### config.mk
export PLATFORM = sky130hd
export DESIGN_NAME = decode_stage
export DESIGN_NICKNAME = d
export VERILOG_FILES = /design/src/common/rv_decode_pkg.sv /design/src/rtl/decoder/decoder.sv /design/src/rtl/decoder/control_unit.sv /design/src/rtl/regfile.sv /design/src/rtl/decode_stage.sv
export VERILOG_INCLUDE_DIRS = /design/src /design/src/common
export SDC_FILE = /design/constraint.sdc
export NUM_CORES = 2
export LEC_CHECK = 0
export ABC_CLOCK_PERIOD_IN_PS = 2200
export BUFFER_PORTS_ARGS = -buffer_cell sky130_fd_sc_hd__buf_2
export CAP_MARGIN = 20
export CORE_MARGIN = 1.5
export CORE_UTILIZATION = 56
export CTS_BUF_LIST = sky130_fd_sc_hd__clkbuf_16
export CTS_CLUSTER_SIZE = 8
export DETAILED_ROUTE_END_ITERATION = 6
export PLACE_DENSITY = 0.77
export SLEW_MARGIN = 20
export SYNTH_ARGS = -nofsm -noshare
export SYNTH_HDL_FRONTEND = slang
export SYNTH_HIERARCHICAL = 1
export SYNTH_SLANG_ARGS = --single-unit
### constraint.sdc
create_clock -name clk -period 2.2 [get_ports clk]
set_input_delay 0.44 -clock clk [delete_from_list [all_inputs] [get_ports clk]]
set_output_delay 0.44 -clock clk [all_outputs]
set_load 0.05 [all_outputs]
### src/common/rv_decode_params.svh
// ==========================================================
// Global sizing for the decode stage
// XLEN selects RV32 (32) or RV64 (64)
// NUM_REGS stays at 32 since register indices are 5 bits
// ==========================================================
`ifndef RV_DECODE_PARAMS_SVH
`define RV_DECODE_PARAMS_SVH

// Integer data width, 32 or 64
`define XLEN 32

// Integer register count, x0 included
`define NUM_REGS 32

`endif

### src/common/rv_decode_pkg.sv
// ==========================================================
// Shared types of the decode stage
// Widths follow the XLEN macro of the params header
// op_class_e is 5 bits wide since it holds 17 classes
// ==========================================================
`include "rv_decode_params.svh"

package rv_decode_pkg;

  // Major opcodes, instr[6:0]
  typedef enum logic [6:0] {
    opc_load     = 7'b0000011,
    opc_load_fp  = 7'b0000111,
    opc_op_imm   = 7'b0010011,
    opc_auipc    = 7'b0010111,
    opc_store    = 7'b0100011,
    opc_store_fp = 7'b0100111,
    opc_amo      = 7'b0101111,
    opc_op       = 7'b0110011,
    opc_lui      = 7'b0110111,
    opc_op_32    = 7'b0111011,
    opc_madd     = 7'b1000011,
    opc_msub     = 7'b1000111,
    opc_nmsub    = 7'b1001011,
    opc_nmadd    = 7'b1001111,
    opc_op_fp    = 7'b1010011,
    opc_branch   = 7'b1100011,
    opc_jalr     = 7'b1100111,
    opc_jal      = 7'b1101111,
    opc_system   = 7'b1110011
  } opcode_e;

  // Decoded instruction class
  typedef enum logic [4:0] {
    op, op_imm, op_32, load, store, branch, jal, jalr, lui, auipc,
    system, amo, load_fp, store_fp, fma, op_fp, invalid
  } op_class_e;

  // Execute ALU operations
  typedef enum logic [3:0] {
    add, sub, sll, slt, sltu, xor_op, srl, sra, or_op, and_op, pass_b, mul_div
  } alu_op_e;

  // Raw register and function fields
  typedef struct packed {
    logic [4:0] rd;
    logic [4:0] rs1;
    logic [4:0] rs2;
    logic [4:0] rs3;
    logic [2:0] funct3;
    logic [6:0] funct7;
    logic [4:0] funct5;
  } inst_fields_t;

  // Extension and system flags
  typedef struct packed {
    logic        is_csr;
    logic        is_ecall;
    logic        is_ebreak;
    logic        is_mret;
    logic        is_sret;
    logic        is_sfence_vma;
    logic        is_mul_div;
    logic        is_word_op;
    logic        is_atomic;
    logic        aq;
    logic        rl;
    logic        is_fp;
    logic        fp_fmt;
    logic [11:0] csr_addr;
    logic [2:0]  fp_rm;
  } dec_flags_t;

  // Execute controls
  typedef struct packed {
    alu_op_e alu_op;
    logic    reg_write;
    logic    mem_read;
    logic    mem_write;
    logic    branch;
    logic    jump;
    logic    illegal;
  } ctrl_t;

  // ID/EX pipeline payload
  typedef struct packed {
    logic [`XLEN-1:0] pc;
    inst_fields_t     fields;
    dec_flags_t       flags;
    ctrl_t            ctrl;
    logic [`XLEN-1:0] imm;
    logic [`XLEN-1:0] rs1_data;
    logic [`XLEN-1:0] rs2_data;
  } id_ex_t;

endpackage

### src/rtl/decoder/decoder.sv
// ==========================================================
// Instruction field, class and immediate decode
// Purely combinational
// Class comes from instr[6:0] only; funct fields are not
// checked here, unknown opcodes map to the invalid class
// ==========================================================
`timescale 1ns/1ns
`include "rv_decode_params.svh"

module decoder (
  input  logic [31:0]                 instr,
  output rv_decode_pkg::inst_fields_t fields,
  output rv_decode_pkg::dec_flags_t   flags,
  output rv_decode_pkg::op_class_e    op_class,
  output logic [`XLEN-1:0]            imm
);

  localparam int XLEN = `XLEN;

  logic [XLEN-1:0] imm_i;
  logic [XLEN-1:0] imm_s;
  logic [XLEN-1:0] imm_b;
  logic [XLEN-1:0] imm_u;
  logic [XLEN-1:0] imm_j;
  logic            is_system;
  logic            sys_f3_zero;

  // Field slices
  always_comb begin
    fields.rd     = instr[11:7];
    fields.rs1    = instr[19:15];
    fields.rs2    = instr[24:20];
    fields.rs3    = instr[31:27];
    fields.funct3 = instr[14:12];
    fields.funct7 = instr[31:25];
    // AMO op type
    fields.funct5 = instr[31:27];
  end

  // ========================================================
  // Opcode class
  // ========================================================
  always_comb begin
    case (instr[6:0])
      rv_decode_pkg::opc_op:       op_class = rv_decode_pkg::op;
      rv_decode_pkg::opc_op_imm:   op_class = rv_decode_pkg::op_imm;
      rv_decode_pkg::opc_op_32:    op_class = rv_decode_pkg::op_32;
      rv_decode_pkg::opc_load:     op_class = rv_decode_pkg::load;
      rv_decode_pkg::opc_store:    op_class = rv_decode_pkg::store;
      rv_decode_pkg::opc_branch:   op_class = rv_decode_pkg::branch;
      rv_decode_pkg::opc_jal:      op_class = rv_decode_pkg::jal;
      rv_decode_pkg::opc_jalr:     op_class = rv_decode_pkg::jalr;
      rv_decode_pkg::opc_lui:      op_class = rv_decode_pkg::lui;
      rv_decode_pkg::opc_auipc:    op_class = rv_decode_pkg::auipc;
      rv_decode_pkg::opc_system:   op_class = rv_decode_pkg::system;
      rv_decode_pkg::opc_amo:      op_class = rv_decode_pkg::amo;
      rv_decode_pkg::opc_load_fp:  op_class = rv_decode_pkg::load_fp;
      rv_decode_pkg::opc_store_fp: op_class = rv_decode_pkg::store_fp;
      // All four R4 opcodes share one class
      rv_decode_pkg::opc_madd,
      rv_decode_pkg::opc_msub,
      rv_decode_pkg::opc_nmsub,
      rv_decode_pkg::opc_nmadd:    op_class = rv_decode_pkg::fma;
      rv_decode_pkg::opc_op_fp:    op_class = rv_decode_pkg::op_fp;
      default:                     op_class = rv_decode_pkg::invalid;
    endcase
  end

  // ========================================================
  // System, M, A and F/D flags
  // ========================================================
  assign is_system   = (op_class == rv_decode_pkg::system);
  // Privileged forms have funct3 zero
  assign sys_f3_zero = is_system && (instr[14:12] == 3'b000);

  always_comb begin
    flags.is_csr        = is_system && (instr[14:12] != 3'b000);
    flags.is_ecall      = sys_f3_zero && (instr[31:20] == 12'h000);
    flags.is_ebreak     = sys_f3_zero && (instr[31:20] == 12'h001);
    flags.is_mret       = sys_f3_zero && (instr[31:20] == 12'h302);
    flags.is_sret       = sys_f3_zero && (instr[31:20] == 12'h102);
    // rs1 and rs2 carry vaddr and asid
    flags.is_sfence_vma = sys_f3_zero && (instr[31:25] == 7'b0001001);
    // MUL/DIV family on OP and OP-32
    flags.is_mul_div    = ((op_class == rv_decode_pkg::op) ||
                           (op_class == rv_decode_pkg::op_32)) &&
                          (instr[31:25] == 7'b0000001);
    flags.is_word_op    = (op_class == rv_decode_pkg::op_32);
    flags.is_atomic     = (op_class == rv_decode_pkg::amo);
    flags.aq            = instr[26];
    flags.rl            = instr[25];
    flags.is_fp         = (op_class == rv_decode_pkg::load_fp)  ||
                          (op_class == rv_decode_pkg::store_fp) ||
                          (op_class == rv_decode_pkg::fma)      ||
                          (op_class == rv_decode_pkg::op_fp);
    // Low fmt bit at instr[25] in R and R4 forms, 1 means double
    flags.fp_fmt        = instr[25];
    flags.csr_addr      = instr[31:20];
    // Rounding mode shares the funct3 slot
    flags.fp_rm         = instr[14:12];
  end

  // ========================================================
  // Immediates, sign-extended from their top bit
  // ========================================================
  assign imm_i = XLEN'($signed(instr[31:20]));
  assign imm_s = XLEN'($signed({instr[31:25], instr[11:7]}));
  // B and J are halfword aligned
  assign imm_b = XLEN'($signed({instr[31], instr[7], instr[30:25], instr[11:8], 1'b0}));
  assign imm_u = XLEN'($signed({instr[31:12], 12'b0}));
  assign imm_j = XLEN'($signed({instr[31], instr[19:12], instr[20], instr[30:21], 1'b0}));

  // Format select per class
  always_comb begin
    case (op_class)
      rv_decode_pkg::op_imm,
      rv_decode_pkg::load,
      rv_decode_pkg::jalr,
      rv_decode_pkg::load_fp,
      rv_decode_pkg::system:   imm = imm_i;
      rv_decode_pkg::store,
      rv_decode_pkg::store_fp: imm = imm_s;
      rv_decode_pkg::branch:   imm = imm_b;
      rv_decode_pkg::lui,
      rv_decode_pkg::auipc:    imm = imm_u;
      rv_decode_pkg::jal:      imm = imm_j;
      // R-type, AMO, FP ops, invalid
      default:                 imm = '0;
    endcase
  end

endmodule

### src/rtl/decoder/control_unit.sv
// ==========================================================
// Execute control generation from class and funct fields
// Combinational; FP classes get no integer controls
// OP-32 is flagged illegal when XLEN is 32
// ==========================================================
`timescale 1ns/1ns
`include "rv_decode_params.svh"

module control_unit (
  input  rv_decode_pkg::op_class_e    op_class,
  input  rv_decode_pkg::inst_fields_t fields,
  output rv_decode_pkg::ctrl_t        ctrl
);

  localparam int XLEN = `XLEN;

  // funct7[5] picks sub/sra
  logic                   alt;
  rv_decode_pkg::alu_op_e f3_op;

  assign alt = fields.funct7[5];

  // ALU op from funct3, shift-right kind from alt
  always_comb begin
    case (fields.funct3)
      3'b000:  f3_op = rv_decode_pkg::add;
      3'b001:  f3_op = rv_decode_pkg::sll;
      3'b010:  f3_op = rv_decode_pkg::slt;
      3'b011:  f3_op = rv_decode_pkg::sltu;
      3'b100:  f3_op = rv_decode_pkg::xor_op;
      3'b101:  f3_op = alt ? rv_decode_pkg::sra : rv_decode_pkg::srl;
      3'b110:  f3_op = rv_decode_pkg::or_op;
      default: f3_op = rv_decode_pkg::and_op;
    endcase
  end

  // ========================================================
  // Per-class controls
  // ========================================================
  always_comb begin
    ctrl        = '0;
    ctrl.alu_op = rv_decode_pkg::add;
    case (op_class)
      rv_decode_pkg::op,
      rv_decode_pkg::op_32: begin
        if (fields.funct7 == 7'b0000001) begin
          ctrl.alu_op = rv_decode_pkg::mul_div;
        end else if (fields.funct3 == 3'b000 && alt) begin
          ctrl.alu_op = rv_decode_pkg::sub;
        end else begin
          ctrl.alu_op = f3_op;
        end
        ctrl.reg_write = 1'b1;
      end
      // No subi, only shifts look at funct7
      rv_decode_pkg::op_imm: begin
        ctrl.alu_op    = f3_op;
        ctrl.reg_write = 1'b1;
      end
      rv_decode_pkg::load: begin
        ctrl.reg_write = 1'b1;
        ctrl.mem_read  = 1'b1;
      end
      rv_decode_pkg::store: begin
        ctrl.mem_write = 1'b1;
      end
      // Read-modify-write, address via add
      rv_decode_pkg::amo: begin
        ctrl.reg_write = 1'b1;
        ctrl.mem_read  = 1'b1;
        ctrl.mem_write = 1'b1;
      end
      // Compare by subtraction
      rv_decode_pkg::branch: begin
        ctrl.alu_op = rv_decode_pkg::sub;
        ctrl.branch = 1'b1;
      end
      // Target via add, link to rd
      rv_decode_pkg::jal,
      rv_decode_pkg::jalr: begin
        ctrl.reg_write = 1'b1;
        ctrl.jump      = 1'b1;
      end
      rv_decode_pkg::lui: begin
        ctrl.alu_op    = rv_decode_pkg::pass_b;
        ctrl.reg_write = 1'b1;
      end
      // pc + imm
      rv_decode_pkg::auipc: begin
        ctrl.reg_write = 1'b1;
      end
      // Only CSR forms return a value
      rv_decode_pkg::system: begin
        ctrl.reg_write = (fields.funct3 != 3'b000);
      end
      rv_decode_pkg::invalid: begin
        ctrl.illegal = 1'b1;
      end
      default: begin
        // FP classes, flagged only
        ctrl.illegal = 1'b0;
      end
    endcase
    // W-suffix ops need RV64
    if (op_class == rv_decode_pkg::op_32 && XLEN == 32) begin
      ctrl.illegal = 1'b1;
    end
  end

endmodule

### src/rtl/regfile.sv
// ==========================================================
// Integer register file, 2 read ports, 1 write port
// Reads are combinational with write-through of wb_data
// x0 reads zero and ignores writes
// ==========================================================
`timescale 1ns/1ns
`include "rv_decode_params.svh"

module regfile (
  input  logic             clk,
  input  logic             arst_n,
  input  logic [4:0]       rs1,
  input  logic [4:0]       rs2,
  output logic [`XLEN-1:0] rs1_data,
  output logic [`XLEN-1:0] rs2_data,
  input  logic             wb_en,
  input  logic [4:0]       wb_rd,
  input  logic [`XLEN-1:0] wb_data
);

  logic [`XLEN-1:0] regs [`NUM_REGS];

  // Write at the edge, x0 never written
  always_ff @(posedge clk or negedge arst_n) begin
    if (!arst_n) begin
      for (int i = 0; i < `NUM_REGS; i++) begin
        regs[i] <= '0;
      end
    end else if (wb_en && wb_rd != 5'd0) begin
      regs[wb_rd] <= wb_data;
    end
  end

  // One read port with bypass
  function automatic logic [`XLEN-1:0] read_port(input logic [4:0] idx);
    if (idx == 5'd0) begin
      return '0;
    end else if (wb_en && wb_rd == idx) begin
      return wb_data;
    end
    return regs[idx];
  endfunction

  always_comb begin
    rs1_data = read_port(rs1);
    rs2_data = read_port(rs2);
  end

endmodule

### src/rtl/decode_stage.sv
// ==========================================================
// Decode stage top with the ID/EX output register
// One item in flight, 1 cycle latency, valid/ready both sides
// Operands are sampled at accept, no hazard check done here
// ==========================================================
`timescale 1ns/1ns
`include "rv_decode_params.svh"

module decode_stage (
  input  logic                  clk,
  input  logic                  arst_n,
  // Instruction in
  input  logic                  in_valid,
  output logic                  in_ready,
  input  logic [31:0]           in_instr,
  input  logic [`XLEN-1:0]      in_pc,
  // ID/EX out
  output logic                  out_valid,
  input  logic                  out_ready,
  output rv_decode_pkg::id_ex_t out_payload,
  // Writeback port
  input  logic                  wb_en,
  input  logic [4:0]            wb_rd,
  input  logic [`XLEN-1:0]      wb_data
);

  rv_decode_pkg::inst_fields_t fields;
  rv_decode_pkg::dec_flags_t   flags;
  rv_decode_pkg::op_class_e    op_class;
  rv_decode_pkg::ctrl_t        ctrl;
  rv_decode_pkg::id_ex_t       payload_d;
  logic [`XLEN-1:0]            imm;
  logic [`XLEN-1:0]            rs1_data;
  logic [`XLEN-1:0]            rs2_data;
  logic                        accept;

  // ========================================================
  // Decode datapath
  // ========================================================
  decoder u_decoder (
    .instr    (in_instr),
    .fields   (fields),
    .flags    (flags),
    .op_class (op_class),
    .imm      (imm)
  );

  control_unit u_control_unit (
    .op_class (op_class),
    .fields   (fields),
    .ctrl     (ctrl)
  );

  regfile u_regfile (
    .clk      (clk),
    .arst_n   (arst_n),
    .rs1      (fields.rs1),
    .rs2      (fields.rs2),
    .rs1_data (rs1_data),
    .rs2_data (rs2_data),
    .wb_en    (wb_en),
    .wb_rd    (wb_rd),
    .wb_data  (wb_data)
  );

  // Next payload
  always_comb begin
    payload_d.pc       = in_pc;
    payload_d.fields   = fields;
    payload_d.flags    = flags;
    payload_d.ctrl     = ctrl;
    payload_d.imm      = imm;
    payload_d.rs1_data = rs1_data;
    payload_d.rs2_data = rs2_data;
  end

  // ========================================================
  // ID/EX handshake
  // ========================================================
  // Free, or current item leaving this cycle
  assign in_ready = !out_valid || out_ready;
  assign accept   = in_valid && in_ready;

  always_ff @(posedge clk or negedge arst_n) begin
    if (!arst_n) begin
      out_valid <= 1'b0;
    end else if (accept) begin
      out_valid <= 1'b1;
    end else if (out_ready) begin
      out_valid <= 1'b0;
    end
  end

  // Held while stalled
  always_ff @(posedge clk) begin
    if (accept) begin
      out_payload <= payload_d;
    end
  end

endmodule

Yosys cells after proc, flatten, opt, wreduce, memory -nomap -nowiden
Index checks and enable logic that the tools add are counted.
{"block": "word_totals", "register_bits": 1217, "inputBits": 106, "word_cells": 189}
{"block": "op_classes", "n_lt_le_gt_ge": 4, "n_eq_ne": 48, "muxes": 34, "bitwise_logic": 3, "n_reduce_logical": 37}
{"cell": "$bwmux 1024", "n": 1}
{"cell": "$mux 32", "n": 11}
{"cell": "$bmux 32 s5", "n": 2}
{"cell": "$demux 32 s5", "n": 1}
{"cell": "$pmux 32 s5", "n": 1}
{"cell": "$pmux 5 s16", "n": 1}
{"cell": "$eq 7x7->1 const B", "n": 9}
{"cell": "$eq 7x6->1 const B", "n": 6}
{"cell": "$eq 5x4->1 const B", "n": 8}
{"cell": "$pmux 4 s7", "n": 1}
{"cell": "$eq 5x3->1 const B", "n": 4}
{"cell": "$ge 6x6->1 const B", "n": 3}
{"cell": "$not 5->6", "n": 3}
{"cell": "$pmux 4 s4", "n": 1}
{"cell": "$logic_not 5->1", "n": 3}
{"cell": "$eq 7x5->1 const B", "n": 2}
{"cell": "$logic_and 1x1->1", "n": 14}
{"cell": "$eq 12x1->1 const B", "n": 1}
{"cell": "$eq 12x10->1 const B", "n": 1}
{"cell": "$eq 12x9->1 const B", "n": 1}
{"cell": "$logic_not 12->1", "n": 1}
{"cell": "$mux 1", "n": 12}
{"cell": "$reduce_or 2->1", "n": 6}
{"cell": "$eq 5x2->1 const B", "n": 2}
{"cell": "other kinds (22)", "n": 31}

Depth between registers and ports, before layout
{"block": "depth", "word_depth": 7, "depth_mapped": 11, "mapped_depth_nobuf": 8}

By module
Netlist, hierarchy kept.
{"module": "regfile", "instances": 1, "cells_per_inst": 3652, "area_each_um2": 55444.4, "seq_area_each_um2": 25624.6}
{"module": "decode_stage", "instances": 1, "cells_per_inst": 205, "area_each_um2": 6089.6, "seq_area_each_um2": 6060.8}
{"module": "decoder", "instances": 1, "cells_per_inst": 185, "area_each_um2": 1320.0, "seq_area_each_um2": 0.0}
{"module": "control_unit", "instances": 1, "cells_per_inst": 45, "area_each_um2": 300.3, "seq_area_each_um2": 0.0}

Least setup slack after synthesis
No wires, ideal clock.
{"block": "synth_path", "kind": "reg2reg", "from": "reg out_valid", "to": "reg out_payload[0] in the netlist's numbering, enable pin", "arrival_ns": 2.316, "required_ns": 1.777, "path_slack_ns": -0.539, "stages_incl_launch_ff": 3, "path_buffers": 0, "period_less_slack_ns": 2.739, "cell_sequence": "dfrtp_1 nand2b_4 and2_4"}
{"block": "synth_via", "elab_chain_cells": 3}
{"item": "from (decl)", "line": "decode_stage.sv:18", "rtl": "output logic out_valid,"}
{"item": "from (signal assigned)", "line": "decode_stage.sv:86", "rtl": "out_valid <= 1'b0;"}
{"item": "from (signal assigned)", "line": "decode_stage.sv:88", "rtl": "out_valid <= 1'b1;"}
{"item": "from (signal assigned)", "line": "decode_stage.sv:90", "rtl": "out_valid <= 1'b0;"}
{"item": "$logic_not 1->1", "line": "decode_stage.sv:81", "rtl": "assign in_ready = !out_valid || out_ready;"}
{"item": "$logic_or 1x1->1", "line": "decode_stage.sv:81"}
{"item": "net in_ready", "line": "decode_stage.sv:14", "rtl": "output logic in_ready,"}
{"item": "$logic_and 1x1->1", "line": "decode_stage.sv:82", "rtl": "assign accept = in_valid && in_ready;"}
{"item": "net accept", "line": "decode_stage.sv:35", "rtl": "logic accept;"}
{"item": "to (signal assigned)", "line": "decode_stage.sv:97", "rtl": "out_payload <= payload_d;"}
{"item": "to (decl)", "line": "decode_stage.sv:20", "rtl": "output rv_decode_pkg::id_ex_t out_payload,"}
The timed path passes the listed nets, and every way through them passes these cells.
A chain may end at the register's enable or synchronous reset.

Final worst setup path
{"block": "layout_path", "from": "reg out_payload[14] in the netlist's numbering", "to": "out out_payload[14] in the netlist's numbering"}
No word-level cell between the ends.

==> impl_metrics.csv <==
group,metric,value,unit
layout,final_common_cell,"dfrtp_1",
route,wl,207700,um
route,avgViaCountPerCell,7.106,
synthesis,ys_types,74,
synthesis,synth_xor_area_frac,0.001109,
clock_network,clk_path_buf_depth,3,
clock_network,htree_num_levels,4,
route,drc,0,
die,num_rows,123,
place,hpwl,134800,um
worst_setup_path,path_buf_inv,1,
sta,setup_viol,0,
sta,layout_setup_ws,41.94,ps
synthesis,synth_top_family_by_area,"multiplexers",
sta,finalMaxSlewViolations,0,
sta,fin_skew,30.92,ps
grt,grt_overflow,0,
clock_network,clock_latency,780,ps
sta,rsz0062_at_grt,"false",
clock_network,clock_sinks,1226,
route,routedWlPerCell,33.78,um
grt,grtUsageTotal,0.3634,
worst_setup_path,crit_fanout,1,
power,peakVddDrop,0.7832,mV
synthesis,synth-compound-area-share,0.04997,
synthesis,netlist_instances,4087,
clock_network,numCtsBuffers,172,
power,leakage,32.37,nW
synthesis,synth_fa_ha_area_frac,0,
place,portBuffers,308,
worst_setup_path,crit_chain,"buf_2",
sta,finalCritPeriodShare,0.9809,
worst_setup_path,path_class,"reg -> out",
die,start_util,0.5629,
synthesis,synth_edf_count,201,
layout,area.growth.synth_to_final,18.51,%
die,ios,309,
synthesis,synth-simple-area-share,0.02710,
min_path,worstHoldPathCells,1,
place,place_ws,-335.8,ps
flow_run,maxCapViolCount,0,
route,drt_iter0_drc,5227,
grt,grt_pass1_vias,44610,
clock_network,post-cts-setup-buffers,0,
die,dieArea,0.1148,mm2
sta,fmax,463.4,MHz
synthesis,async_flop_share,0.8361,
synthesis,synth_seq_area_share,0.5017,
layout,num-fill-cells,7463,
layout,nets,4658,
clock_network,path_clk_slew,60,ps
sta,tightest_slew,811.4,ps
synthesis,syn_area,0.06315,mm2
sta,relSlewSlack,0.4578,
sta,min_period,2158,ps
route,dr_total_vias,43690,
outcome,status,"complete, no violations",
grt,grt_antenna_before_repair,35,
grt,grt_max_degree,95,
sta,fin_setup_tns,0,ps
min_path,hold_path_class,"in -> reg",
worst_setup_path,worstPathRequired,1760,ps
synthesis,yosys_warnings,6,
layout,ff_latch_area,0.03169,mm2
layout,layout_common_cells,"dfrtp_1, mux2_2, mux4_2",
worst_setup_path,critPathCaptureType,"output port",
sta,hold_violations,0,
worst_setup_path,rr_worst_depth,5,
synthesis,synth_ff_type,"dfrtp_1",
worst_setup_path,path_delay_family,"flip-flops",
power,powerDensity,905.2,mW/mm2
worst_setup_path,critical_path_depth,1,
layout,drive_gt1_frac,0.5470,
place,gp_congestion,0.9236,
die,fp.dieW,338.8,um
layout,multi_input_area,0.02905,mm2
clock_network,clockRootBuffer,"clkbuf_16",
worst_setup_path,critPathSlowestCell,"edfxtp_1",
worst_setup_path,arrival,1720,ps
die,die_h,338.8,um
worst_setup_path,start_kind,"flop",
power,p_total,0.06775,W
route,ant_nets,0,
grt,grt_pass1_wl,304900,um
synthesis,ys_seq_elements,1226,
synthesis,synthMuxAreaShare,0.3786,
worst_setup_path,max_stage_delay,600,ps
die,coreArea,0.1122,mm2
clock_network,tritoncts,"yes",
synthesis,syn_nets,4193,
route,dr.pass1.iters,7,
sta,hold_slack,49.52,ps
synthesis,syn_avg_cell_area,15.45,um2
-- state kept, by name, indices dropped and copies added (netlist names) --
name	count
out_valid	1
out_payload	201
u_regfile/regs	1024
-- what timing repair did --
item	in CTS	in global routing
resized for setup	1	2
endpoints found under the setup margin	1	1
hold buffers	42	0
hold endpoints to repair	198	0
-- synthesized netlist by cell type (31+ instances only) --
master,count,area [um2]
a211oi_1,35,262.8
a22o_1,60,525.5
a22oi_1,41,307.8
a311oi_1,31,271.5
buf_1,52,195.2
buf_2,106,530.5
buf_4,109,818.3
clkbuf_1,203,762.0
dfrtp_1,1025,25650
edfxtp_1,201,6036
mux2_2,993,11180
mux2i_1,107,1071
mux4_2,512,11530
nand2_1,116,435.4
nor2_1,38,142.6
o211ai_1,43,322.8
o221ai_1,31,271.5
o22ai_1,63,394.1
-- kinds of logic after synthesis --
family / after synthesis
buffers and inverters: 502
DFF: 1226
and+or+nand+nor: 313
AOI/OAI and AO/OA: 415
muxes: 1623
xor gates and xnor gates: 8
-- worst reg2reg max path: stages (launching register included) --
cell and delay, ps:
dfrtp_1 430, mux4_2 510, mux2i_1 150, a211oi_1 60, or3_1 360, a32o_1 230
-- path summary, 6_finish.rpt --
check | startpoint | end | slack [ps]
max in group asynchronous | arst_n | u_regfile/regs[498] | 1090
min in group asynchronous | arst_n | u_regfile/regs[578] | 180
max | out_payload[14] | out_payload[14] | 40
min | in_instr[25] | out_payload[114] | 50
min reg2reg | u_regfile/regs[1016] | u_regfile/regs[1016] | 390
max reg2reg | u_regfile/regs[607] | out_payload[63] | 210
-- where the power goes --
group | switching [W] | total [W] | internal (W)
Combinational | 0.00579 | 0.0135 | 0.00766
Sequential | 0.00312 | 0.0302 | 0.0270
Clock | 0.00985 | 0.0241 | 0.0143
Total | 0.0188 | 0.0678 | 0.0490
-- cell type report --
cell class | instances | share of cell area
sequential | 1226 | 0.4234
multi-input combinational | 2359 | 0.3881
inverter | 6 | 0.0003343
antenna | 19 | 0.0006352
clock buffer | 176 | 0.05884
timing repair buffer | 787 | 0.09781
clock inverter | 75 | 0.005851
tap | 1500 | 0.02508
-- layer usage --
| metal | up-vias | GRT usage | part of all wire |
|---|---|---|---|
| met3 | 801 | 0.1054 | 0.12 |
| met2 | 3219 | 0.5469 | 0.46 |
| met5 | - | 0 | 0.00073 |
| met4 | 20 | 0.2143 | 0.063 |
| met1 | 22780 | 0.4719 | 0.36 |
| li1 | 16870 | - | - |
-- metrics by stage --
step | instances | area (um2) | util
floorplan | 4087 | 63270 | -
global placement | 5836 | 69530 | 0.6198
detailed placement | 5836 | 69530 | 0.6198
CTS | 6129 | 74800 | 0.6667
global route | 6142 | 74830 | 0.6670
finish | 6148 | 74850 | 0.6671
No activity file was read; power rests on OpenSTA's default activity.
